### config.mk
export PLATFORM = sky130hd
export DESIGN_NAME = ex_alu
export DESIGN_NICKNAME = d
export VERILOG_FILES = /design/src/source/ex_pkg.sv /design/src/source/ex_alu.sv
export SDC_FILE = /design/constraint.sdc
export NUM_CORES = 1
export LEC_CHECK = 0
export ABC_CLOCK_PERIOD_IN_PS = 7100
export BUFFER_PORTS_ARGS = -buffer_cell sky130_fd_sc_hd__buf_2
export CAP_MARGIN = 20
export CELL_PAD_IN_SITES_DETAIL_PLACEMENT = 0
export CELL_PAD_IN_SITES_GLOBAL_PLACEMENT = 1
export CORE_ASPECT_RATIO = 1.4
export CORE_UTILIZATION = 46
export DETAILED_ROUTE_END_ITERATION = 8
export PLACE_DENSITY = 0.9
export SYNTH_ARGS = -nofsm -noshare
export SYNTH_HDL_FRONTEND = slang
export SYNTH_SLANG_ARGS = --single-unit
### constraint.sdc
create_clock -name vclk -period 7.1
set_clock_uncertainty 0.05 [all_clocks]
set_input_delay 1.42 -clock vclk [all_inputs]
set_output_delay 1.42 -clock vclk [all_outputs]
set_load 0.01 [all_outputs]
### src/source/ex_pkg.sv
package ex_pkg;

	// general register file address width
	localparam int REG_ADDR_W = 5;

	// forwarded hi/lo words are always one architectural word
	localparam int WORD_W = 32;

	// exception word layout
	localparam int EXC_W        = 32;
	localparam int EXC_OV_BIT   = 11; // arithmetic overflow
	localparam int EXC_TRAP_BIT = 10; // trap, never raised here

	// operation codes, same encoding as the decode stage
	typedef enum logic [7:0] {
		EXE_NOP_OP   = 8'b0000_0000,
		EXE_AND_OP   = 8'b0010_0100,
		EXE_OR_OP    = 8'b0010_0101,
		EXE_XOR_OP   = 8'b0010_0110,
		EXE_NOR_OP   = 8'b0010_0111,
		EXE_SLL_OP   = 8'b0111_1100,
		EXE_SRL_OP   = 8'b0000_0010,
		EXE_SRA_OP   = 8'b0000_0011,
		EXE_MOVZ_OP  = 8'b0000_1010,
		EXE_MOVN_OP  = 8'b0000_1011,
		EXE_MFHI_OP  = 8'b0001_0000,
		EXE_MTHI_OP  = 8'b0001_0001,
		EXE_MFLO_OP  = 8'b0001_0010,
		EXE_MTLO_OP  = 8'b0001_0011,
		EXE_MULT_OP  = 8'b0001_1000,
		EXE_MULTU_OP = 8'b0001_1001,
		EXE_ADD_OP   = 8'b0010_0000,
		EXE_ADDU_OP  = 8'b0010_0001,
		EXE_SUB_OP   = 8'b0010_0010,
		EXE_SUBU_OP  = 8'b0010_0011,
		EXE_SLT_OP   = 8'b0010_1010,
		EXE_SLTU_OP  = 8'b0010_1011,
		EXE_ADDI_OP  = 8'b0101_0101,
		EXE_ADDIU_OP = 8'b0101_0110
	} alu_op_e;

	// result class, picks which unit feeds wdata
	typedef enum logic [2:0] {
		EXE_RES_NOP         = 3'b000,
		EXE_RES_LOGIC       = 3'b001,
		EXE_RES_SHIFT       = 3'b010,
		EXE_RES_MOVE        = 3'b011,
		EXE_RES_ARITH       = 3'b100,
		EXE_RES_JUMP_BRANCH = 3'b110
	} alu_sel_e;

	// hi/lo write as seen in a later pipeline stage
	typedef struct packed {
		logic              we;
		logic [WORD_W-1:0] hi;
		logic [WORD_W-1:0] lo;
	} hilo_wr_t;

endpackage

### src/source/ex_alu.sv
module ex_alu #(
	parameter int DATA_W = 32
) (
	input  ex_pkg::alu_op_e    aluop_i,
	input  logic [DATA_W-1:0]  reg1_i,
	input  logic [DATA_W-1:0]  reg2_i,
	output logic [DATA_W-1:0]  alu_res_o,
	output logic               ov_flow_o
);

	localparam int SH_W = $clog2(DATA_W);

	logic [SH_W-1:0]   shamt;
	logic              is_sub;
	logic [DATA_W-1:0] reg2_mux;   // reg2 or its two's complement
	logic [DATA_W-1:0] sum_res;
	logic              reg1_lt_reg2;
	logic              ov_op;
	logic [DATA_W-1:0] logic_res;
	logic [DATA_W-1:0] shift_res;
	logic [DATA_W-1:0] arith_res;

	assign shamt = reg1_i[SH_W-1:0]; // low bits only

	// subtraction and slt go through the adder
	assign is_sub = (aluop_i == ex_pkg::EXE_SUB_OP) ||
			(aluop_i == ex_pkg::EXE_SUBU_OP) ||
			(aluop_i == ex_pkg::EXE_SLT_OP);

	assign reg2_mux = is_sub ? (~reg2_i + 1'b1) : reg2_i;
	assign sum_res  = reg1_i + reg2_mux;

	// signed compare from the difference, unsigned done directly
	always_comb begin
		if (aluop_i == ex_pkg::EXE_SLT_OP) begin
			reg1_lt_reg2 = (reg1_i[DATA_W-1] && !reg2_i[DATA_W-1]) ||
					(!reg1_i[DATA_W-1] && !reg2_i[DATA_W-1] && sum_res[DATA_W-1]) ||
					(reg1_i[DATA_W-1] && reg2_i[DATA_W-1] && sum_res[DATA_W-1]);
		end else begin
			reg1_lt_reg2 = reg1_i < reg2_i;
		end
	end

	// only the trapping forms report overflow
	assign ov_op = (aluop_i == ex_pkg::EXE_ADD_OP) ||
			(aluop_i == ex_pkg::EXE_ADDI_OP) ||
			(aluop_i == ex_pkg::EXE_SUB_OP);

	// same operand signs, result sign flipped
	assign ov_flow_o = ov_op &&
			(reg1_i[DATA_W-1] == reg2_mux[DATA_W-1]) &&
			(sum_res[DATA_W-1] != reg1_i[DATA_W-1]);

	always_comb begin
		case (aluop_i)
			ex_pkg::EXE_AND_OP: logic_res = reg1_i & reg2_i;
			ex_pkg::EXE_OR_OP:  logic_res = reg1_i | reg2_i;
			ex_pkg::EXE_XOR_OP: logic_res = reg1_i ^ reg2_i;
			ex_pkg::EXE_NOR_OP: logic_res = ~(reg1_i | reg2_i);
			default:            logic_res = '0;
		endcase
	end

	always_comb begin
		case (aluop_i)
			ex_pkg::EXE_SLL_OP: shift_res = reg2_i << shamt;
			ex_pkg::EXE_SRL_OP: shift_res = reg2_i >> shamt;
			ex_pkg::EXE_SRA_OP: shift_res = $signed(reg2_i) >>> shamt; // sign fill
			default:            shift_res = '0;
		endcase
	end

	always_comb begin
		case (aluop_i)
			ex_pkg::EXE_ADD_OP,
			ex_pkg::EXE_ADDI_OP,
			ex_pkg::EXE_ADDU_OP,
			ex_pkg::EXE_ADDIU_OP,
			ex_pkg::EXE_SUB_OP,
			ex_pkg::EXE_SUBU_OP: begin
				arith_res = sum_res;
			end
			ex_pkg::EXE_SLT_OP,
			ex_pkg::EXE_SLTU_OP: begin
				arith_res = {{(DATA_W-1){1'b0}}, reg1_lt_reg2};
			end
			default: begin
				arith_res = '0;
			end
		endcase
	end

	// at most one class is non-zero for any op
	assign alu_res_o = logic_res | shift_res | arith_res;

endmodule

Word level (Yosys, flattened, before mapping)
Cells that the tools add are included.
Operators by class
  eq/ne operators: 17
  reduce and logical (&&, ||, !) cells: 17
  order comparisons: 1
  bitwise logic cells: 7
  muxes and demuxes: 5
  add/sub/neg operators: 2
  shifts and indexed selects: 3
Operators with widths (count)
  32-bit one-hot mux with 4 select lines: 1
  32-bit bitwise OR: 3
  32-bit one-hot mux with 3 select lines: 1
  8-bit by 6-bit equality test with 1-bit output (second input constant): 10
  32-bit inverter: 2
  32-bit one-hot mux with 2 select lines: 1
  32-bit by 1-bit adder with 32-bit output (second input constant): 1
  32-bit adder: 1
  32-bit bitwise AND: 1
  32-bit < comparator: 1
  32-bit 2-to-1 mux: 1
  32-bit by 5-bit left shift with 32-bit output: 1
  32-bit by 5-bit right shift with 32-bit output: 1
  32-bit by 5-bit >>> shifter with 32-bit output: 1
  32-bit bitwise XOR: 1
  8-bit by 7-bit equality test with 1-bit output (second input constant): 3
  8-bit by 2-bit equality test with 1-bit output (second input constant): 2
  1-bit logical AND: 7
  1-bit logical OR: 6
  6-bit OR reduction: 1
  1-bit zero test: 2
  2-bit OR reduction: 1
  1-bit equality test: 1
  1-bit 2-to-1 mux: 1
  1-bit inequality test: 1
Word-level totals
  word-level logic and storage cells: 52
  output and inout bits: 33
  register bits after elaboration: 0
  bits of input ports: 72

Logic depth before layout (Yosys ltp)
  word-level depth: 11
  mapped depth: 18
  gate-level depth less buffers: 18

Worst setup path before layout
OpenSTA, ideal clock, no wires.
  path type: input to output
  start point: input port reg2_i[11]
  end point: output port ov_flow_o
  data arrival time: 5.203 ns
  buffers on the path: 1
  data required time: 5.630 ns
  slack: 0.427 ns
  stages on the path: 16
  path through: or4_1 -> nand2b_4 -> or3_1 -> nand2b_1 -> o21ai_0 -> xnor2_1 -> ha_1 -> and3_1 -> buf_2 -> and4_4 -> a311oi_1 -> o211ai_1 -> a21oi_1 -> o21ai_4 -> or3_1 -> a211oi_2
On the way
  cells in the longest elaborated chain, start to end: 6
  elaborated cells on any way between the ends: 8
  classes of those cells: 2 x add/sub; 2 x eq/ne; 1 x mux; 1 x bitwise; 2 x reduce/logical
Ends and longest elaborated chain
  start: declaration: line ex_alu.sv:6  | input logic [DATA_W-1:0] reg2_i,
  32-bit inverter: line ex_alu.sv:30  | assign reg2_mux = is_sub ? (~reg2_i + 1'b1) : reg2_i;
  32-bit by 1-bit adder with 32-bit output: line ex_alu.sv:30
  32-bit 2-to-1 mux *: line ex_alu.sv:30
  32-bit adder or 1-bit equality test (tied branches): line ex_alu.sv:31, ex_alu.sv:51
  1-bit inequality test or 1-bit logical AND (tied branches): line ex_alu.sv:52, ex_alu.sv:50
  1-bit logical AND *: line ex_alu.sv:51  | (reg1_i[DATA_W-1] == reg2_mux[DATA_W-1]) &&
  end: declaration: line ex_alu.sv:8  | output logic ov_flow_o
Every way passes the cells marked *; elsewhere a longest branch is shown, timed or not.

Final worst setup path
Ends and elaborated chain as after synthesis.

==> results.json <==
{
  "wire_per_inst_microns": 22.5,
  "grt_use_total": 0.337,
  "cap_violations": 0,
  "vias": 10423,
  "cp-end-kind": "primary output",
  "grt_max_degree": 72,
  "fin_tns_setup_ns": 0,
  "seqCellArea_sq_um": 0,
  "diodes": 0,
  "syn_avg_cell_area_sq_um": 7.25,
  "outcome": "completed",
  "dr.pass1.iters": 5,
  "final_area_sq_um": 10000,
  "synthMuxAreaShare": 0.230,
  "fp.dieH_microns": 170,
  "power.internal_uw": 270,
  "seqPwrFrac": 0,
  "synth_compound_area_frac": 0.258,
  "io_pins": 105,
  "finalPower_uw": 667,
  "yosysWarnings": 0,
  "switching_share": 0.596,
  "hold_violations": 0,
  "grt_pass1_wl_microns": 54400,
  "crit_type": "primary input to primary output",
  "area_delta_synth_final_pct": 7.55,
  "leakagePower_uw": 0.00454,
  "routed_wl_microns": 35400,
  "power_frac_clock": 0,
  "via_per_inst": 6.62,
  "ant_nets": 0,
  "gp_congestion": 1.04,
  "syn_nets": 1486,
  "pre_cts_slack_ns": 0.0967,
  "relSlewSlack": 0.394,
  "antenna_found_initial": 0,
  "startpoint_type": "primary input",
  "die_area_sq_um": 20900,
  "ir_drop_mv": 0.0399,
  "drc": 0,
  "nClkBuffers": 0,
  "synth.distinct_cells": 85,
  "worstPathArrival_ns": 5.43,
  "grt_overflow": 0,
  "yosysSeqAreaShare": 0,
  "fin_nets": 1525,
  "final_layout_size_suffix_gt1_frac": 0.187,
  "synth_cells": 1286,
  "synth_top_family_by_area": "compound AO/OA/AOI/OAI gates",
  "worst-path-max-fanout": 5,
  "worst_pin_slew_ns": 0.908,
  "place_hpwl_microns": 26800,
  "synthXorXnorAreaFrac": 0.0506,
  "combPwrFrac": 1.000,
  "drt_iter0_markers": 962,
  "p_switching_uw": 397,
  "grt_pass1_vias": 9722,
  "slew_violations": 0,
  "min_path_type": "primary input to primary output",
  "yosys.area_share.simple": 0.188,
  "placed_area_sq_um": 9950,
  "clock.fmax_ghz": 0.145,
  "min_period_over_period": 0.972,
  "io_buffer_count": 105,
  "fillers": 2027,
  "setup_viol": 0,
  "die_w_microns": 122,
  "power_density_nw_per_um2": 66.5,
  "crit_required_ns": 5.63,
  "core_area_sq_um": 19800,
  "syn_area_sq_um": 9330,
  "initial_core_util": 0.470,
  "synthAdderAreaFrac": 0.173,
  "hold-worst-slack_ns": 3.18,
  "setup_ws_ns": 0.199,
  "core.rowCount": 61,
  "seq_cells": 0,
  "fin_crit_ns": 6.90
}
[cell type report]
class | instances | area (sq um) | share of cell area
repair buffers | 150 | 881 | 0.0878
inverters | 104 | 390 | 0.0389
well taps | 252 | 315 | 0.0314
multi-input cells | 1069 | 8450 | 0.842
[worst paths after layout]
kind	start	to	cells after the start
worst max-delay path	reg2_i[11]	ov_flow_o	18
worst min-delay path	aluop_i[3]	ov_flow_o	3
[worst max-delay path, cell delays in order]
cell and delay [ns]:
buf_2 0.11, or4_1 0.53, nand2b_4 0.18, or3_4 0.37, nand2b_4 0.17, o21ai_0 0.19
xnor2_1 0.14, ha_1 0.27, and3_1 0.22, and4_4 0.19, a311oi_1 0.25, o211ai_1 0.22
a21oi_1 0.20, buf_4 0.17, o21ai_4 0.09, or3_1 0.37, a211oi_2 0.17, buf_2 0.15
[stage by stage]
step | instances | util
finish | 1575 | 0.506
global route | 1575 | 0.506
CTS | 1571 | 0.501
detailed placement | 1571 | 0.501
global placement | 1571 | 0.501
floorplan | 1286 | -
[cells in the final DEF (no fill, tap or decap), drive strengths merged, types with 17 or more instances in the layout]
cell | netlist | final
o21ai | 124 | 124
o211ai | 17 | 17
a21oi | 93 | 93
nor3 | 22 | 22
mux4 | 57 | 57
a211oi | 22 | 22
nand2 | 108 | 108
buf | 38 | 150
xnor2 | 44 | 44
ha | 127 | 127
nor2 | 129 | 129
inv | 103 | 103
mux2i | 74 | 74
a21o | 18 | 18
nor4 | 17 | 17
nand3 | 20 | 20
[timing repair]
| item | 4_1_cts | 5_1_grt |
|---|---|---|
| buffers inserted | 0 | 4 |
| endpoints found under the setup margin | 0 | 8 |
| hold buffers | 0 | 0 |
| resized for setup | 0 | 12 |
[power by group through the flow]
stage / logic (uW) / registers [uW] / clock network [uW]
floorplan: 465 / 0 / 0
global placement: 637 / 0 / 0
detailed placement: 643 / 0 / 0
CTS: 646 / 0 / 0
global route: 723 / 0 / 0
finish: 667 / 0 / 0
[cell families (layout without fill, tap and decap cells)]
kind of cell,after synthesis,in the layout
xor gates and xnor gates,53,53
adders and majority gates,128,128
muxes,141,141
and+or+nand+nor,369,369
AOI/OAI and AO/OA,378,378
buffers and inverters,217,254
[synth_stat cells, types with 20 or more instances]
| master | n | area share |
|---|---|---|
| a21oi_1 | 93 | 0.050 |
| xnor2_1 | 43 | 0.040 |
| mux4_2 | 54 | 0.13 |
| nor2_1 | 129 | 0.052 |
| ha_1 | 127 | 0.17 |
| nor3_1 | 21 | 0.011 |
| nand3_1 | 20 | 0.011 |
| nand2_1 | 108 | 0.043 |
| mux2i_1 | 74 | 0.079 |
| clkbuf_1 | 68 | 0.027 |
| a211oi_1 | 21 | 0.017 |
| o21ai_0 | 120 | 0.064 |
| inv_1 | 102 | 0.041 |
[metal layers]
| metal | wire (microns) | vias to the layer above | global-route usage |
|---|---|---|---|
| met1 | 13500 | 4920 | 0.425 |
| li1 | - | 4780 | - |
| met3 | 3000 | 132 | 0.0320 |
| met5 | 0 | - | 0 |
| met2 | 17100 | 591 | 0.570 |
| met4 | 1860 | 0 | 0.157 |
(Power assumes the default switching activity.)
