<file path="src/source/ex_pkg.sv">
package ex_pkg;

	// general register file address width
	localparam int REG_ADDR_W = 5;

	// forwarded hi/lo words are always one architectural word
	localparam int WORD_W = 32;

	// exception word layout
	localparam int EXC_W        = 32;
	localparam int EXC_OV_BIT   = 11; // arithmetic overflow
	localparam int EXC_TRAP_BIT = 10; // trap, never raised here

	// operation codes, same encoding as the decode stage
	typedef enum logic [7:0] {
		EXE_NOP_OP   = 8'b0000_0000,
		EXE_AND_OP   = 8'b0010_0100,
		EXE_OR_OP    = 8'b0010_0101,
		EXE_XOR_OP   = 8'b0010_0110,
		EXE_NOR_OP   = 8'b0010_0111,
		EXE_SLL_OP   = 8'b0111_1100,
		EXE_SRL_OP   = 8'b0000_0010,
		EXE_SRA_OP   = 8'b0000_0011,
		EXE_MOVZ_OP  = 8'b0000_1010,
		EXE_MOVN_OP  = 8'b0000_1011,
		EXE_MFHI_OP  = 8'b0001_0000,
		EXE_MTHI_OP  = 8'b0001_0001,
		EXE_MFLO_OP  = 8'b0001_0010,
		EXE_MTLO_OP  = 8'b0001_0011,
		EXE_MULT_OP  = 8'b0001_1000,
		EXE_MULTU_OP = 8'b0001_1001,
		EXE_ADD_OP   = 8'b0010_0000,
		EXE_ADDU_OP  = 8'b0010_0001,
		EXE_SUB_OP   = 8'b0010_0010,
		EXE_SUBU_OP  = 8'b0010_0011,
		EXE_SLT_OP   = 8'b0010_1010,
		EXE_SLTU_OP  = 8'b0010_1011,
		EXE_ADDI_OP  = 8'b0101_0101,
		EXE_ADDIU_OP = 8'b0101_0110
	} alu_op_e;

	// result class, picks which unit feeds wdata
	typedef enum logic [2:0] {
		EXE_RES_NOP         = 3'b000,
		EXE_RES_LOGIC       = 3'b001,
		EXE_RES_SHIFT       = 3'b010,
		EXE_RES_MOVE        = 3'b011,
		EXE_RES_ARITH       = 3'b100,
		EXE_RES_JUMP_BRANCH = 3'b110
	} alu_sel_e;

	// hi/lo write as seen in a later pipeline stage
	typedef struct packed {
		logic              we;
		logic [WORD_W-1:0] hi;
		logic [WORD_W-1:0] lo;
	} hilo_wr_t;

endpackage

</file>
<file path="src/source/hilo_if.sv">
interface hilo_if #(
	parameter int DATA_W = 32
);

	logic              whilo;    // hi/lo write enable
	logic [DATA_W-1:0] hi;       // value for hi
	logic [DATA_W-1:0] lo;       // value for lo
	logic [DATA_W-1:0] move_res; // mfhi/mflo/movz/movn result

	// hi/lo unit side
	modport producer (
		output whilo,
		output hi,
		output lo,
		output move_res
	);

	// writeback combiner side
	modport consumer (
		input whilo,
		input hi,
		input lo,
		input move_res
	);

endinterface

</file>
<file path="src/source/ex_writeback.sv">
module ex_writeback #(
	parameter int DATA_W = 32
) (
	input  logic                          clk,
	input  logic                          rst_n_i,
	input  ex_pkg::alu_sel_e              alusel_i,
	input  logic [DATA_W-1:0]             alu_res_i,
	input  logic                          ov_flow_i,
	hilo_if.consumer                      hilo,
	input  logic [DATA_W-1:0]             link_addr_i,
	input  logic [ex_pkg::REG_ADDR_W-1:0] wd_i,
	input  logic                          wreg_i,
	input  logic [ex_pkg::EXC_W-1:0]      except_i,
	output logic [DATA_W-1:0]             wdata_o,
	output logic [ex_pkg::REG_ADDR_W-1:0] wd_o,
	output logic                          wreg_o,
	output logic                          whilo_o,
	output logic [DATA_W-1:0]             hi_o,
	output logic [DATA_W-1:0]             lo_o,
	output logic [ex_pkg::EXC_W-1:0]      except_o
);

	logic [DATA_W-1:0]        wdata_d;
	logic                     wreg_d;
	logic [ex_pkg::EXC_W-1:0] except_d;

	always_comb begin
		case (alusel_i)
			ex_pkg::EXE_RES_LOGIC,
			ex_pkg::EXE_RES_SHIFT,
			ex_pkg::EXE_RES_ARITH:       wdata_d = alu_res_i;
			ex_pkg::EXE_RES_MOVE:        wdata_d = hilo.move_res;
			ex_pkg::EXE_RES_JUMP_BRANCH: wdata_d = link_addr_i; // return address
			default:                     wdata_d = '0;
		endcase
	end

	assign wreg_d = wreg_i && !ov_flow_i; // overflowing add/sub must not write

	always_comb begin
		except_d                       = except_i;
		except_d[ex_pkg::EXC_OV_BIT]   = ov_flow_i;
		except_d[ex_pkg::EXC_TRAP_BIT] = 1'b0;
		except_d[7:0]                  = '0;
	end

	// ex/mem pipeline register
	always_ff @(posedge clk or negedge rst_n_i) begin
		if (!rst_n_i) begin
			wdata_o  <= '0;
			wd_o     <= '0;
			wreg_o   <= 1'b0;
			whilo_o  <= 1'b0;
			hi_o     <= '0;
			lo_o     <= '0;
			except_o <= '0;
		end else begin
			wdata_o  <= wdata_d;
			wd_o     <= wd_i;
			wreg_o   <= wreg_d;
			whilo_o  <= hilo.whilo;
			hi_o     <= hilo.hi;
			lo_o     <= hilo.lo;
			except_o <= except_d;
		end
	end

	// an overflow never reaches the register file
	a_ov_no_write: assert property (@(posedge clk) disable iff (!rst_n_i)
		except_o[ex_pkg::EXC_OV_BIT] |-> !wreg_o);

	a_whilo_known: assert property (@(posedge clk) disable iff (!rst_n_i)
		!$isunknown(whilo_o));

	// one cycle latency, checked once reset was high on the previous edge too
	a_latency: assert property (@(posedge clk) disable iff (!rst_n_i)
		$past(rst_n_i) |->
		{wdata_o, wd_o, wreg_o, whilo_o, hi_o, lo_o, except_o} ==
		$past({wdata_d, wd_i, wreg_d, hilo.whilo, hilo.hi, hilo.lo, except_d}));

endmodule

</file>
<file path="src/flat_wrapper.sv">
// flat-port wrapper written by rule: the top's interface ports become plain ports
module ex_writeback_flat 
#(
	parameter int DATA_W = 32
)
  (clk, rst_n_i, alusel_i, alu_res_i, ov_flow_i, link_addr_i, wd_i, wreg_i, except_i, wdata_o, wd_o, wreg_o, whilo_o, hi_o, lo_o, except_o, hilo_whilo, hilo_hi, hilo_lo, hilo_move_res);
  hilo_if #(.DATA_W(DATA_W)) hilo_i ();
  input  logic clk;
  input  logic rst_n_i;
  input  ex_pkg::alu_sel_e alusel_i;
  input  logic [DATA_W-1:0] alu_res_i;
  input  logic ov_flow_i;
  input  logic [DATA_W-1:0] link_addr_i;
  input  logic [ex_pkg::REG_ADDR_W-1:0] wd_i;
  input  logic wreg_i;
  input  logic [ex_pkg::EXC_W-1:0] except_i;
  output logic [DATA_W-1:0] wdata_o;
  output logic [ex_pkg::REG_ADDR_W-1:0] wd_o;
  output logic wreg_o;
  output logic whilo_o;
  output logic [DATA_W-1:0] hi_o;
  output logic [DATA_W-1:0] lo_o;
  output logic [ex_pkg::EXC_W-1:0] except_o;
  input wire logic [$bits(hilo_i.whilo)-1:0] hilo_whilo;
  input wire logic [$bits(hilo_i.hi)-1:0] hilo_hi;
  input wire logic [$bits(hilo_i.lo)-1:0] hilo_lo;
  input wire logic [$bits(hilo_i.move_res)-1:0] hilo_move_res;
  assign hilo_i.whilo = hilo_whilo;
  assign hilo_i.hi = hilo_hi;
  assign hilo_i.lo = hilo_lo;
  assign hilo_i.move_res = hilo_move_res;
  ex_writeback #(.DATA_W(DATA_W)) u_core (.clk(clk), .rst_n_i(rst_n_i), .alusel_i(alusel_i), .alu_res_i(alu_res_i), .ov_flow_i(ov_flow_i), .hilo(hilo_i), .link_addr_i(link_addr_i), .wd_i(wd_i), .wreg_i(wreg_i), .except_i(except_i), .wdata_o(wdata_o), .wd_o(wd_o), .wreg_o(wreg_o), .whilo_o(whilo_o), .hi_o(hi_o), .lo_o(lo_o), .except_o(except_o));
endmodule
</file>
<file path="config.mk">
export PLATFORM = sky130hd
export DESIGN_NAME = ex_writeback_flat
export DESIGN_NICKNAME = d
export VERILOG_FILES = /design/src/source/ex_pkg.sv /design/src/source/hilo_if.sv /design/src/source/ex_writeback.sv /design/src/flat_wrapper.sv
export SDC_FILE = /design/constraint.sdc
export NUM_CORES = 1
export LEC_CHECK = 0
export ABC_AREA = 1
export ABC_CLOCK_PERIOD_IN_PS = 800
export BUFFER_PORTS_ARGS = -buffer_cell sky130_fd_sc_hd__clkbuf_2
export CORE_ASPECT_RATIO = 0.5
export CORE_MARGIN = 5
export CORE_UTILIZATION = 35
export CTS_CLUSTER_DIAMETER = 150
export DETAILED_ROUTE_END_ITERATION = 7
export GPL_TIMING_DRIVEN = 0
export PLACE_DENSITY = 0.76
export SLEW_MARGIN = 20
export SYNTH_ARGS = -nofsm -noshare
export SYNTH_HDL_FRONTEND = slang
export SYNTH_SLANG_ARGS = --single-unit
</file>
<file path="constraint.sdc">
create_clock -name clk -period 0.8 [get_ports clk]
set_input_delay 0.12 -clock clk [delete_from_list [all_inputs] [get_ports clk]]
set_output_delay 0.12 -clock clk [all_outputs]
set_load 0.005 [all_outputs]
</file>
# After elaboration in Yosys (flattened, before gate mapping)
# Cells that the tools add are included.
[word_totals]
ff_bits = 126
[op_classes]
n_eq_ne = 5
mux = 1
n_reduce_logical = 3
[op_table]
columns = ["op", "n"]
rows = [
  ["one-hot mux 32 bit (3 select lines)", 1],
  ["equality test 3 x 2 -> 1 bit (second input constant)", 2],
  ["equality test 3 bit (second input constant)", 2],
  ["equality test 3 x 1 -> 1 bit (second input constant)", 1],
  ["OR reduction 3 bit", 1],
  ["logical AND 1 bit", 1],
  ["logical NOT 1 bit", 1],
]

# Logic depth before layout (Yosys ltp)
[logic_depth]
ltp_word = 3
depth_mapped = 8
ltp_nobuf = 6

# Worst setup path after synthesis
# OpenSTA, ideal clock, no wires.
[synth_timing]
kind = "input to register"
from = "input alusel_i[1]"
to = "register u_core.wdata_o[0]"
setup_ns = 0.117
arrival_ns = 0.758
required_ns = 0.683
slack_ns = -0.075
path_stages = 6
n_path_buf = 2
cell_sequence = "buf_4 > o21ai_1 > nand2_2 > buf_6 > nand3_1 > nand2_1"
[synth_via]
elab_chain_len = 3
word_cells_on_any_way = 7
cone_classes = "5 x eq/ne; 1 x mux; 1 x reduce/logical"
[synth_lines]
columns = ["item", "line", "text"]
rows = [
  ["start: declaration", "flat_wrapper.sv:10", "input ex_pkg::alu_sel_e alusel_i;"],
  ["equality test 3 x 1 -> 1 bit (tied with other cells)", "ex_writeback.sv:28", "case (alusel_i)"],
  ["OR reduction 3 bit", "ex_writeback.sv:28", ""],
  ["one-hot mux 32 bit (3 select lines) *", "ex_writeback.sv:28", ""],
  ["net u_core.wdata_d[0]", "ex_writeback.sv:23", "logic [DATA_W-1:0] wdata_d;"],
  ["end signal: assignment", "ex_writeback.sv:58", "wdata_o <= wdata_d;"],
  ["end: declaration", "ex_writeback.sv:14", "output logic [DATA_W-1:0] wdata_o,"],
]
# Mark *: on every way through the listed nets, which the timed path passes. The rest lies on a longest branch.

# Final worst setup path
[layout_timing]
from = "register u_core.hi_o[17]"
to = "output hi_o[17]"
[layout_lines]
columns = ["item", "line", "text"]
rows = [
  ["start: declaration", "ex_writeback.sv:18", "output logic [DATA_W-1:0] hi_o,"],
  ["start signal: assignment", "ex_writeback.sv:62", "hi_o <= hilo.hi;"],
  ["end: declaration", "flat_wrapper.sv:21", "output logic [DATA_W-1:0] hi_o;"],
]
# No word-level cell between the ends.

==> flow_results.org <==
** Logic synthesis
- The synthesized design devotes to its leading area cell type ~74% of total area.
- Counting distinct cell types in the post-synthesis netlist gives 14.
- For this run, the leading register cell type out of synthesis is sky130_fd_sc_hd__dfrtp_1.
- Number of synthesized register bits :: around 130
- Post-synth EDFFs :: 0
- Post-synth top area cell :: sky130_fd_sc_hd__dfrtp_1
- Library cell with the highest instance count after synthesis :: sky130_fd_sc_hd__dfrtp_1
- Register area share after synthesis :: about three quarters
- Number of warnings reported in the yosys synthesis log :: 0
- In this run the cell area of the synthesized design comes to approximately 0.0043 sq mm.
- In the synthesized netlist, the number of instances is 358.
- Mapped Avg Cell Area :: about 12 sq um
- Top post-synthesis cells by count :: 126 x sky130_fd_sc_hd__dfrtp_1, 97 x sky130_fd_sc_hd__nand2_1, 35 x sky130_fd_sc_hd__inv_1, 32 x sky130_fd_sc_hd__nand3_1, 32 x sky130_fd_sc_hd__nand4_1
- Cell types occupying the most area after synthesis :: sky130_fd_sc_hd__dfrtp_1 74%, sky130_fd_sc_hd__nand2_1 8.5%, sky130_fd_sc_hd__nand4_1 4.7%
- In the synthesized netlist the async set-or-reset flop fraction comes to 100%.

** Worst setup path
- STA classifies the critical path startpoint as a flop.
- The slowest stage of the critical path belongs to the cell sky130_fd_sc_hd__dfrtp_1.
- The worst setup path is of the reg -> out kind.
- CP delay by family, top :: flip-flops
- CP Data Arrival Time :: 0.93 ns
- Together, buffers and inverters on the worst path number 1.
- The worst setup path is captured at a primary output.
- Traced cell by cell, the critical path runs through clkbuf_2.
- Delay of the slowest cell on the worst path :: ~0.40 ns
- Required time reported for the critical path endpoint :: 0.68 ns
- Max Fanout on Critical Path :: 1

** Cells and area
- Cells with a size suffix above 1 make up about 45% of the layout.
- The area growth from synthesis to layout is 91.1%.
- Area used by multi-input combinational logic :: approximately 800 sq um
- The finished layout holds between 1000 and 1500 standard cells, fillers aside.
- The filler cells instantiated in the layout total between 800 and 900.
- Storage element area :: about 0.0032 sq mm
- After the last flow step, the layout net total stands at 1051.

** Detailed routing
- After detailed routing, the average wire length per cell comes to approximately 17 um.
- Number of design-rule violations left by the first detailed-router iteration :: about 270
- Detailed routing inserted a total of 4484 vias.
- For this run, design rule violations remaining after detail routing come to 0.
- Using the TritonRoute via totals, the vias-per-cell ratio works out to around 4.4.
- Number of routed nets with antenna violations :: 0
- First-pass iteration count of the detailed router :: 5
- Summed over all layers, the routed wires come to between 15000 and 20000 um.

** Timing
- The number of max-slew violations in the final report was 0.
- Worst slew slack as a fraction of its limit :: approximately two thirds
- Timing would allow up to approximately 0.96 GHz.
- Hold Vio Cnt, Final :: 65
- Worst hold slack after final layout :: -0.287 ns
- Transition time of the tightest slew-check pin :: approximately 0.51 ns
- Setup WS post-layout :: -0.246 ns
- After layout, the minimum clock period comes to roughly 1.0 ns.
- Unrepaired setup endpoints after global routing :: yes
- Of the available clock period, the critical path in the final layout requires 131%.
- Final-report setup violation count :: 126

** Clocking
- Setup Buffers After CTS :: 0
- Clock-pin slew was measured on the worst setup and hold paths at about 0.060 ns.
- No sink is reached through more buffers than the 2 on the longest clock path.
- TritonCTS built the clock tree.
- # hold bufs at CTS :: roughly 140
- H-tree levels :: 4
- CTS placed an instance of sky130_fd_sc_hd__clkbuf_16 at the clock tree root.
- CTS Sinks :: roughly 130
- Cts bufs inserted :: 17

** GRT
- After global routing, the most crowded layer is met2.
- Sum of overflow across all layers after global routing :: 0
- Met1 global-route usage :: between 20% and 30%
- Vias in the first global route :: just under 5000
- Entering global routing, the biggest net connects 67 pins.
- Wire length of the first global-routing pass :: approximately 26000 um
- For this run, global-route usage on met2 was measured as 45.3%.
- For met3 alone, demand over resource in global routing was under 10%.
- Global routing used between 20% and 30% of the available tracks across all layers.
- The number of antenna violations at the first check in global routing was 1.

** Floorplanning
- Count of standard-cell rows :: 28
- The total area inside the core boundary comes to ~0.012 sq mm.
- Area of the die :: 0.0147 sq mm
- Die Height :: just under 90 um
- Starting Density :: between 30% and 40%
- Measured along the x axis, the die boundary spans about 170 um.
- 340 I/O pins were placed.

** Status
- Outcome :: complete, but fails checks
- The checks that failed: negative hold slack, negative setup slack.

** Power
- Across the VDD grid, the largest voltage drop is 0.00137 V.
- Leakage power :: roughly 4.5 nW
- Dividing total power by cell area gives a power density of a little over 2000 mW/mm^2.

** Job
- Across the run, the number of max-cap violations was 0.

** Placed design
- Placer congestion estimate :: between 0.8 and 0.9
- Placed cell count :: 850
- Post-DP HPWL :: approximately 12000 um
- Buffers placed on the I/O ports in this run total 318.

** Min path
- The min-delay analysis places its worst path in the category in -> async.
placed cells by master (no fill, tap or decap), types with 2 or more instances in the layout:
cell type	instances
sky130_fd_sc_hd__clkinv_2	2
sky130_fd_sc_hd__clkinv_4	4
sky130_fd_sc_hd__nand2_1	97
sky130_fd_sc_hd__nand4_1	32
sky130_fd_sc_hd__dlygate4sd3_1	142
sky130_fd_sc_hd__buf_6	9
sky130_fd_sc_hd__clkbuf_2	314
sky130_fd_sc_hd__inv_1	35
sky130_fd_sc_hd__nor2_1	2
sky130_fd_sc_hd__dfrtp_1	126
sky130_fd_sc_hd__bufinv_16	2
sky130_fd_sc_hd__buf_4	9
sky130_fd_sc_hd__buf_2	13
sky130_fd_sc_hd__conb_1	9
sky130_fd_sc_hd__inv_6	5
sky130_fd_sc_hd__nand3_1	32
sky130_fd_sc_hd__clkbuf_16	17
sequential cells by signal, summed over array words and instances, names as in the netlist:
signal / cells
u_core.hi_o: 32
u_core.wdata_o: 32
u_core.wd_o: 5
u_core.whilo_o: 1
u_core.wreg_o: 1
u_core.except_o: 23
u_core.lo_o: 32
per-stage QoR:
step	total power, mW	setup WS, ns	cell area (sq um)	setup TNS (ns)	utilization (%)
after floorplan	7.47	-0.00298	4310	-0.0893	-
after global placement	8.58	-2.17	6110	-277.93	51.5
after detailed placement	8.67	-0.281	6150	-8.23	51.8
after CTS	16.8	-0.263	8160	-26.64	68.7
after global routing	17.5	-0.288	8170	-29.09	68.8
final	16.8	-0.246	8170	-24.33	68.8
kinds of logic after synthesis:
logic type / count (synthesis) / share of synthesized area (%)
other cells: 1 / 0.0878
buf+inv: 64 / 7.99
compound gates: 1 / 0.117
flops: 126 / 73.8
simple gates: 166 / 18.0
power breakdown:
part,switching (mW),internal (mW),leakage (nW)
logic,1.01,1.26,2.70
registers,0.131,6.76,1.51
clock network,2.98,4.65,0.286
cell type report:
type	count	area share (%)
clock inverter	14	1.92
sequential	126	38.6
antenna	1	0.0306
tap	165	2.53
buffer	29	2.70
multi-input combinational	176	9.94
inverter	35	1.61
clock buffer	18	5.26
timing repair buffer	461	37.4
timing repair:
action,CTS,global route
gates resized for setup,0,5
endpoints found under the setup margin,126,127
endpoints found under the hold margin,191,65
metal layers:
layer / wire length (um) / share of wire [%] / vias up
met4: 550 / 3.2 / 0
li1: - / - / 2095
met2: 9810 / 57 / 212
met3: 971 / 5.6 / 48
met5: 0 / 0 / -
met1: 6020 / 35 / 2129
path summary, 6_finish.rpt:
| kind | start | to | slack, ns | cells past startpoint |
|---|---|---|---|---|
| min in group clk | hilo_move_res[27] | u_core.wdata_o[27] | 0.02 | 5 |
| max in group asynchronous | rst_n_i | u_core.wdata_o[20] | 0.41 | 2 |
| setup / recovery | u_core.hi_o[17] | hi_o[17] | -0.25 | 1 |
| hold / removal | rst_n_i | u_core.lo_o[24] | -0.29 | 1 |
(Power assumes the default switching activity.)
